`config.mk`:
```
export PLATFORM = sky130hd
export DESIGN_NAME = board_io_top
export DESIGN_NICKNAME = d
export VERILOG_FILES = /design/src/hw/board_io_pkg.sv /design/src/hw/board_io_regs.sv /design/src/hw/board_io_top.sv /design/src/hw/btn_matrix_scan.sv /design/src/hw/serial_disp_shift.sv
export SDC_FILE = /design/constraint.sdc
export NUM_CORES = 1
export LEC_CHECK = 0
export BUFFER_PORTS_ARGS = -buffer_cell sky130_fd_sc_hd__buf_2
export CORE_ASPECT_RATIO = 1.4
export CORE_MARGIN = 8
export CORE_UTILIZATION = 40
export CTS_BUF_LIST = sky130_fd_sc_hd__clkbuf_8
export DETAILED_ROUTE_END_ITERATION = 8
export HOLD_SLACK_MARGIN = 0.06
export SKIP_CTS_REPAIR_TIMING = 1
export SLEW_MARGIN = 20
export SYNTH_ARGS = -nofsm -noshare
export SYNTH_HDL_FRONTEND = slang
export SYNTH_SLANG_ARGS = --single-unit
```
`constraint.sdc`:
```
create_clock -name clk -period 1.9 [get_ports clk]
set_clock_uncertainty 0.05 [all_clocks]
set_input_delay 0.19 -clock clk [delete_from_list [all_inputs] [get_ports clk]]
set_output_delay 0.19 -clock clk [all_outputs]
set_load 0.005 [all_outputs]
```
`src/hw/board_io_pkg.sv`:
```
package board_io_pkg;

	localparam int ADDR_W = 6;	// word address, byte address bits 7:2

	// register map, word addresses
	localparam logic [ADDR_W-1:0] REG_SWITCH = ADDR_W'(0);
	localparam logic [ADDR_W-1:0] REG_BTN    = ADDR_W'(1);
	localparam logic [ADDR_W-1:0] REG_IRQ    = ADDR_W'(2);
	localparam logic [ADDR_W-1:0] REG_LED    = ADDR_W'(4);
	localparam logic [ADDR_W-1:0] REG_DATA   = ADDR_W'(5);
	localparam logic [ADDR_W-1:0] REG_CTRL   = ADDR_W'(6);

	localparam int SCAN_DIV  = 8;	// cycles per button row
	localparam int SHIFT_DIV = 2;	// cycles per half shift clock
	localparam int SCAN_CNT_W  = (SCAN_DIV > 1) ? $clog2(SCAN_DIV) : 1;
	localparam int SHIFT_CNT_W = (SHIFT_DIV > 1) ? $clog2(SHIFT_DIV) : 1;

	// hex font, active low, point in bit 7 (off)
	localparam logic [7:0] SEG_FONT [16] = '{
		8'hc0, 8'hf9, 8'ha4, 8'hb0,
		8'h99, 8'h92, 8'h82, 8'hf8,
		8'h80, 8'h90, 8'h88, 8'h83,
		8'hc6, 8'ha1, 8'h86, 8'h8e
	};

	typedef struct packed {
		logic              cs;
		logic              we;
		logic [ADDR_W-1:0] addr;
		logic [3:0]        sel;
		logic [31:0]       wdata;
	} bus_req_t;

	typedef struct packed {
		logic        ack;
		logic [31:0] rdata;
	} bus_rsp_t;

	typedef struct packed {
		logic [15:0] led;
		logic [31:0] data;	// one nibble per digit
		logic [7:0]  en;
		logic [7:0]  dot;
	} disp_state_t;

	typedef enum logic [2:0] {IDLE, LOAD, LED_BITS, SEG_BITS, DONE} shift_state_e;

endpackage

```
`src/hw/board_io_regs.sv`:
```
`timescale 1ns/10ps

module board_io_regs (
	input  logic                      clk,
	input  logic                      rst,
	input  board_io_pkg::bus_req_t    bus_i,
	output board_io_pkg::bus_rsp_t    bus_o,
	input  logic [15:0]               switch_i,
	input  logic [15:0]               btn_map_i,
	output logic                      irq_o,
	output board_io_pkg::disp_state_t disp_o,
	output logic                      disp_req_o,
	input  logic                      disp_ack_i
);
	import board_io_pkg::*;

	disp_state_t disp_q;	// led, data, en, dot
	logic        ack_q;
	logic [31:0] rdata_q;
	logic [31:0] rd_word;	// current value at the bus address
	logic [31:0] wr_word;	// rd_word with the selected bytes replaced
	logic        acc;
	logic        wr_en;
	logic        disp_wr;
	logic        irq_clr;
	logic [31:0] in_q;
	logic [31:0] in_prev;
	logic        in_change;
	logic        irq_q;
	logic        dirty_q;
	logic        req_q;
	logic        launch;

	// a new access only while ack is low
	assign acc   = bus_i.cs & ~ack_q;
	assign wr_en = acc & bus_i.we;

	always_comb begin
		case (bus_i.addr)
			REG_SWITCH: rd_word = {16'h0, switch_i};
			REG_BTN:    rd_word = {16'h0, btn_map_i};
			REG_IRQ:    rd_word = {31'h0, irq_q};
			REG_LED:    rd_word = {16'h0, disp_q.led};
			REG_DATA:   rd_word = disp_q.data;
			REG_CTRL:   rd_word = {16'h0, disp_q.en, disp_q.dot};
			default:    rd_word = 32'h0;	// unmapped reads zero
		endcase
	end

	// byte enables applied on top of the old value
	always_comb begin
		for (int i = 0; i < 4; i++)
			wr_word[i*8 +: 8] = bus_i.sel[i] ? bus_i.wdata[i*8 +: 8] : rd_word[i*8 +: 8];
	end

	always_ff @(posedge clk) begin
		if (rst) begin
			ack_q   <= 1'b0;
			rdata_q <= 32'h0;
		end else begin
			ack_q   <= acc;	// single cycle pulse
			rdata_q <= acc ? rd_word : 32'h0;
		end
	end

	always_ff @(posedge clk) begin
		if (rst) begin
			disp_q <= '0;
		end else if (wr_en) begin
			case (bus_i.addr)
				REG_LED:  disp_q.led  <= wr_word[15:0];
				REG_DATA: disp_q.data <= wr_word;
				REG_CTRL: begin
					disp_q.en  <= wr_word[15:8];
					disp_q.dot <= wr_word[7:0];
				end
				default: ;	// read only or unmapped
			endcase
		end
	end

	// input change detect, first stage also syncs the switches
	always_ff @(posedge clk) begin
		in_q    <= {switch_i, btn_map_i};
		in_prev <= in_q;
	end

	assign in_change = (in_q != in_prev);
	assign irq_clr   = wr_en && (bus_i.addr == REG_IRQ) && bus_i.sel[0] && bus_i.wdata[0];

	always_ff @(posedge clk) begin
		if (rst)
			irq_q <= 1'b0;
		else if (in_change)
			irq_q <= 1'b1;	// change wins over clear
		else if (irq_clr)
			irq_q <= 1'b0;
	end

	assign disp_wr = wr_en && ((bus_i.addr == REG_LED) || (bus_i.addr == REG_DATA) ||
		(bus_i.addr == REG_CTRL));

	// start a refresh only when the previous handshake is fully closed
	assign launch = dirty_q & ~req_q & ~disp_ack_i;

	always_ff @(posedge clk) begin
		if (rst) begin
			dirty_q <= 1'b0;
			req_q   <= 1'b0;
		end else begin
			if (disp_wr)
				dirty_q <= 1'b1;	// merges writes made during a frame
			else if (launch)
				dirty_q <= 1'b0;

			if (launch)
				req_q <= 1'b1;
			else if (disp_ack_i)
				req_q <= 1'b0;
		end
	end

	assign bus_o.ack   = ack_q;
	assign bus_o.rdata = rdata_q;
	assign irq_o       = irq_q;
	assign disp_o      = disp_q;
	assign disp_req_o  = req_q;

endmodule

```
`src/hw/board_io_top.sv`:
```
`timescale 1ns/10ps

module board_io_top (
	input  logic                   clk,
	input  logic                   rst,
	input  logic [15:0]            switch_i,
	input  logic [3:0]             btn_x_i,
	output logic [3:0]             btn_y_o,
	input  board_io_pkg::bus_req_t bus_i,
	output board_io_pkg::bus_rsp_t bus_o,
	output logic                   irq_o,
	output logic                   led_clk_o,
	output logic                   led_clr_n_o,
	output logic                   led_do_o,
	output logic                   seg_clk_o,
	output logic                   seg_clr_n_o,
	output logic                   seg_do_o
);
	import board_io_pkg::*;

	logic [15:0] btn_map;
	disp_state_t disp_state;	// register copy of the display
	logic        disp_req;
	logic        disp_ack;

	btn_matrix_scan u_scan (
		.clk       (clk),
		.rst       (rst),
		.btn_x_i   (btn_x_i),
		.btn_y_o   (btn_y_o),
		.btn_map_o (btn_map)
	);

	board_io_regs u_regs (
		.clk        (clk),
		.rst        (rst),
		.bus_i      (bus_i),
		.bus_o      (bus_o),
		.switch_i   (switch_i),
		.btn_map_i  (btn_map),
		.irq_o      (irq_o),
		.disp_o     (disp_state),
		.disp_req_o (disp_req),
		.disp_ack_i (disp_ack)
	);

	serial_disp_shift u_shift (
		.clk         (clk),
		.rst         (rst),
		.disp_i      (disp_state),
		.req_i       (disp_req),
		.ack_o       (disp_ack),
		.led_clk_o   (led_clk_o),
		.led_clr_n_o (led_clr_n_o),
		.led_do_o    (led_do_o),
		.seg_clk_o   (seg_clk_o),
		.seg_clr_n_o (seg_clr_n_o),
		.seg_do_o    (seg_do_o)
	);

endmodule

```
`src/hw/btn_matrix_scan.sv`:
```
`timescale 1ns/10ps

module btn_matrix_scan (
	input  logic        clk,
	input  logic        rst,
	input  logic [3:0]  btn_x_i,
	output logic [3:0]  btn_y_o,
	output logic [15:0] btn_map_o
);
	import board_io_pkg::*;

	logic [SCAN_CNT_W-1:0] div_q;	// position inside the row window
	logic [1:0]            row_q;
	logic                  win_end;

	assign win_end = (div_q == SCAN_CNT_W'(SCAN_DIV - 1));

	always_ff @(posedge clk) begin
		if (rst) begin
			div_q <= '0;
			row_q <= 2'd0;
		end else begin
			div_q <= win_end ? '0 : div_q + 1'b1;
			if (win_end)
				row_q <= row_q + 2'd1;	// wraps after row 3
		end
	end

	// columns are sampled once, at the close of each window
	always_ff @(posedge clk) begin
		if (rst)
			btn_map_o <= 16'h0;
		else if (win_end)
			btn_map_o[row_q*4 +: 4] <= btn_x_i;
	end

	// one hot row drive
	assign btn_y_o = 4'b0001 << row_q;

endmodule

```
`src/hw/serial_disp_shift.sv`:
```
`timescale 1ns/10ps

module serial_disp_shift (
	input  logic                      clk,
	input  logic                      rst,
	input  board_io_pkg::disp_state_t disp_i,
	input  logic                      req_i,
	output logic                      ack_o,
	output logic                      led_clk_o,
	output logic                      led_clr_n_o,
	output logic                      led_do_o,
	output logic                      seg_clk_o,
	output logic                      seg_clr_n_o,
	output logic                      seg_do_o
);
	import board_io_pkg::*;

	shift_state_e           state_q;
	logic [SHIFT_CNT_W-1:0] div_q;
	logic                   half_end;	// end of a shift clock half period
	logic [5:0]             bit_q;	// bits left in the chain, minus one
	logic [15:0]            led_word_q;
	logic [63:0]            seg_word_q;
	logic                   led_clk_q;
	logic                   seg_clk_q;
	logic                   clr_n_q;
	logic                   ack_q;

	// digit 7 lands in the top byte so it leaves first
	function automatic logic [63:0] seg_encode(disp_state_t d);
		logic [63:0] w;
		logic [7:0]  b;
		for (int i = 0; i < 8; i++) begin
			b = SEG_FONT[d.data[i*4 +: 4]];
			if (d.dot[i])
				b[7] = 1'b0;	// point on
			w[i*8 +: 8] = d.en[i] ? b : 8'hff;	// disabled digit is dark
		end
		return w;
	endfunction

	assign half_end = (div_q == SHIFT_CNT_W'(SHIFT_DIV - 1));

	always_ff @(posedge clk) begin
		if (rst) begin
			state_q   <= IDLE;
			div_q     <= '0;
			bit_q     <= 6'd0;
			led_clk_q <= 1'b0;
			seg_clk_q <= 1'b0;
			clr_n_q   <= 1'b1;
			ack_q     <= 1'b0;
		end else begin
			case (state_q)
				IDLE: if (req_i) begin
					state_q <= LOAD;
					clr_n_q <= 1'b0;	// clear both chains for one cycle
				end
				LOAD: begin
					clr_n_q <= 1'b1;
					div_q   <= '0;
					bit_q   <= 6'd15;
					state_q <= LED_BITS;
				end
				LED_BITS: begin
					div_q <= half_end ? '0 : div_q + 1'b1;
					if (half_end) begin
						led_clk_q <= ~led_clk_q;
						if (led_clk_q) begin	// falling edge, bit done
							if (bit_q == 6'd0) begin
								bit_q   <= 6'd63;
								state_q <= SEG_BITS;
							end else begin
								bit_q <= bit_q - 6'd1;
							end
						end
					end
				end
				SEG_BITS: begin
					div_q <= half_end ? '0 : div_q + 1'b1;
					if (half_end) begin
						seg_clk_q <= ~seg_clk_q;
						if (seg_clk_q) begin
							if (bit_q == 6'd0) begin
								ack_q   <= 1'b1;	// frame out
								state_q <= DONE;
							end else begin
								bit_q <= bit_q - 6'd1;
							end
						end
					end
				end
				DONE: if (!req_i) begin
					ack_q   <= 1'b0;
					state_q <= IDLE;
				end
				default: state_q <= IDLE;
			endcase
		end
	end

	// snapshot in LOAD, then shift left after each falling edge
	always_ff @(posedge clk) begin
		if (rst) begin
			led_word_q <= 16'h0;
			seg_word_q <= 64'h0;
		end else if (state_q == LOAD) begin
			led_word_q <= disp_i.led;
			seg_word_q <= seg_encode(disp_i);
		end else if (half_end) begin
			if (state_q == LED_BITS && led_clk_q)
				led_word_q <= {led_word_q[14:0], 1'b0};
			if (state_q == SEG_BITS && seg_clk_q)
				seg_word_q <= {seg_word_q[62:0], 1'b0};
		end
	end

	assign ack_o       = ack_q;
	assign led_clk_o   = led_clk_q;
	assign seg_clk_o   = seg_clk_q;
	assign led_clr_n_o = clr_n_q;
	assign seg_clr_n_o = clr_n_q;
	assign led_do_o    = led_word_q[15];	// msb first
	assign seg_do_o    = seg_word_q[63];

endmodule

```
==> impl_metrics.py <==
metrics = {
    "final_layout": {
        "drive_gt1_share_pct": 22.0,
        "antenna_cells": 0,
        "layout_commonest_cell": "dfxtp_1",
        "final_cells": 1936,
        "final_util_pct": 50.8,
        "area_growth_pct": 25.9,
        "multi_input_area_mm2": 0.00630,
        "finalNetCount": 1638,
        "design_area_mm2": 0.0156,
        "mostFrequentLayoutCells": "277 x dfxtp_1, 123 x nand2_1, 110 x a21oi_1, 108 x buf_2, 89 x buf_4",
        "nFillCells": 2871,
        "seqCellArea_mm2": 0.00559,
    },
    "detailed_routing": {
        "drc": 0,
        "num_vias": 10685,
        "drt-total-wl_um": 36200,
        "vias_per_cell": 5.52,
        "drt_iter0_markers": 713,
        "wl_per_cell_um": 18.7,
        "dr.pass1.iters": 5,
        "postRouteAntennaNets": 0,
    },
    "grt": {
        "antenna_found_initial": 0,
        "grt_pass1_vias": 10518,
        "grt_pass1_wl_um": 56700,
        "grt_max_degree": 64,
        "grt_usage_pct": 19.1,
        "overflow": 0,
    },
    "worst_setup_path": {
        "worstPathArrival_ns": 2.23,
        "reg2reg_setup_slack_ns": 0.08,
        "cp.buffers_inverters": 2,
        "r2r_end": "u_shift.seg_word_q[27]$_SDFFE_PP0P_",
        "max_stage_delay_ns": 0.45,
        "cp_max_fo": 5,
        "crit_family": "multiplexers",
        "r2r-start": "u_regs.disp_o[28]$_SDFFE_PP0P_",
        "cp_slowest_cell": "mux4_2",
        "crit_start": "u_regs.disp_o[28]$_SDFFE_PP0P_",
        "crit_chain": "inv_1 -> ha_1 -> inv_1 -> mux4_2 -> o221ai_1 -> a21oi_1",
        "worstPathRequired_ns": 2.32,
        "criticalPathCategory": "flop to flop",
        "cp-start-kind": "flop",
        "rr_worst_depth": 6,
        "cpMostUsedCell": "inv_1",
        "worstSetupEndpointType": "flop",
    },
    "pwr": {
        "seq_power_share_pct": 47.6,
        "ir_worst_vdd_mv": 0.686,
        "switching_share_pct": 23.1,
        "power_frac_clock_pct": 48.0,
        "combPwrFrac_pct": 4.4,
        "intPower_mw": 9.59,
        "cellPowerDensity_mw_per_mm2": 801,
        "power.switching_mw": 2.88,
        "cellLeakagePower_nw": 5.91,
    },
    "sta": {
        "worst_pin_slew_ns": 0.574,
        "finalHoldViolations": 0,
        "max_freq_ghz": 0.550,
        "maxSlewViolCount": 0,
        "fin_crit_ns": 1.82,
        "fin_crit_sh_pct": 95.7,
        "finalSetupViolCount": 0,
        "rsz0062_at_grt": "false",
        "setup_ws_ns": 0.0819,
        "slew_headroom_pct": 61.7,
        "fin_tns_setup_ns": 0,
    },
    "floorplan": {
        "die_w_um": 165,
        "die_h_um": 224,
        "row_count": 76,
        "dieArea_mm2": 0.0369,
        "ioPinCount": 110,
        "initial_core_util_pct": 40.4,
        "coreArea_mm2": 0.0306,
    },
    "clock_network": {
        "clk_pin_slew_ns": 0.07,
        "cts_max_level": 2,
        "cts_buffers": 45,
        "clk_latency_ns": 0.61,
        "clock_sinks": 279,
        "clock_tree.root_cell": "clkbuf_8",
        "cts_tree": "yes",
        "cts_buffer_depth": 3,
    },
    "hold_path": {
        "min_from": "bus_i[38]",
        "min_path_cells": 4,
        "hold_class": "input port to flop",
        "hold_end": "u_regs.irq_o$_SDFFE_PP0P_",
    },
    "yosys": {
        "synth_top_area_cell": "dfxtp_1",
        "synth-seq-cells": 279,
        "synth_edf_count": 0,
        "synthArstFlopShare_pct": 0,
        "ys_top_cells_by_area": "dfxtp_1 45%, ha_1 6.0%, a21oi_1 4.5%, o221ai_1 4.0%, nand2_1 3.7%",
        "synth_ff_type": "dfxtp_1",
        "synth_cell_type_count": 61,
        "syn_area_per_cell_um2": 9.60,
        "netlist_area_mm2": 0.0124,
        "ys_warn_count": 0,
        "synth_fp_nets": 1413,
        "yosysTopAreaCellShare_pct": 45.2,
        "synthCells": 1288,
        "ys_seq_area_share_pct": 45.2,
    },
    "placement": {
        "dp_hpwl_um": 25700,
        "dpl.cell_count": 1799,
        "place_congestion": 0.891,
        "postPlaceCellArea_mm2": 0.0139,
        "placement.setup.worst_slack_ns": -0.161,
        "portBuffers": 109,
    },
    "run": {
        "maxCapViolCount": 0,
    },
    "run_status": {
        "status": "completed",
    },
}
==> cells in the mapped netlist, drive strengths merged, types with 18 or more instances <==
| library cell | number |
|---|---|
| a21oi | 111 |
| xnor2 | 34 |
| a22oi | 29 |
| dfxtp | 279 |
| ha | 59 |
| buf | 26 |
| a32o | 41 |
| nor2 | 81 |
| clkbuf | 61 |
| nand3 | 42 |
| o221ai | 56 |
| inv | 36 |
| nand2 | 123 |
| a22o | 23 |
| a211oi | 18 |
| mux2i | 42 |
| o21ai | 27 |
==> cell families after synthesis <==
group | after synthesis | synth area share, %
adder cells (fa/ha/maj) | 59 | 5.97
XOR/XNOR | 35 | 2.48
multiplexers | 62 | 5.95
flip-flops | 279 | 45.2
AND/OR/NAND/NOR | 357 | 14.2
AO/OA/AOI/OAI | 372 | 21.8
buffers and inverters | 124 | 4.39
==> worst register-to-register path, delay by kind of cell (launching register included) <==
family          cells  cell delay (ns)
compound gates      2             0.25
fa+ha+maj           1             0.30
mux                 1             0.45
buf+inv             2             0.18
flops               1             0.44
==> power groups by stage <==
stage                     Sequential, mW  Clock, mW  Combinational, mW
final                               5.93       5.98              0.554
after global routing                5.94       6.38              0.594
after CTS                           5.93       6.12              0.460
after detailed placement            6.06          0              0.458
after global placement              6.06          0              0.457
after floorplan                     6.06          0              0.244
==> how the worst max path moves through the flow <==
stage,slack [ns],to,cells after the start
3_5_place_dp,-0.16,u_regs.disp_o[26]$_SDFFE_PP0P_,7
5_1_grt,0.002,u_shift.bit_q[3]$_SDFFE_PP0P_,7
2_1_floorplan,0.06,u_scan.btn_map_o[4]$_SDFFE_PP0P_,6
4_1_cts,0.03,u_shift.bit_q[3]$_SDFFE_PP0P_,7
3_3_place_gp,-0.16,u_regs.disp_o[26]$_SDFFE_PP0P_,7
6_report,0.08,u_shift.seg_word_q[27]$_SDFFE_PP0P_,6
==> layout make-up <==
type | count | area share [%]
clock buffers | 57 | 5.04
clock inverters | 23 | 1.70
inverters | 37 | 0.892
multi-input cells | 885 | 40.5
flip-flops and latches | 279 | 35.9
well taps | 390 | 3.14
repair buffers | 265 | 12.8
==> through the flow <==
| step | hold WS [ns] | power (mW) |
|---|---|---|
| after detailed placement | 0.273 | 6.52 |
| after global routing | 0.0643 | 12.9 |
| after floorplan | 0.168 | 6.30 |
| after CTS | -0.376 | 12.5 |
| after global placement | 0.272 | 6.52 |
| final | 0.0632 | 12.5 |
==> metal layers <==
| metal | global-route usage (%) | wire [µm] | share of wire (%) |
|---|---|---|---|
| met4 | 11.0 | 1850 | 5.1 |
| met3 | 3.56 | 1980 | 5.5 |
| met1 | 22.9 | 15100 | 42 |
| met5 | 0 | 0 | 0 |
| met2 | 31.5 | 17300 | 48 |
==> flip-flops by register name (all words and copies together) (netlist names), 2 cells and up <==
name,flops
u_regs.disp_o,64
u_regs.in_prev,32
u_regs.in_q,32
u_regs.rdata_q,32
u_scan.btn_map_o,16
u_scan.div_q,3
u_scan.row_q,2
u_shift.bit_q,6
u_shift.led_word_q,16
u_shift.seg_word_q,64
u_shift.state_q,3
Power figures use the tool's default switching activity.
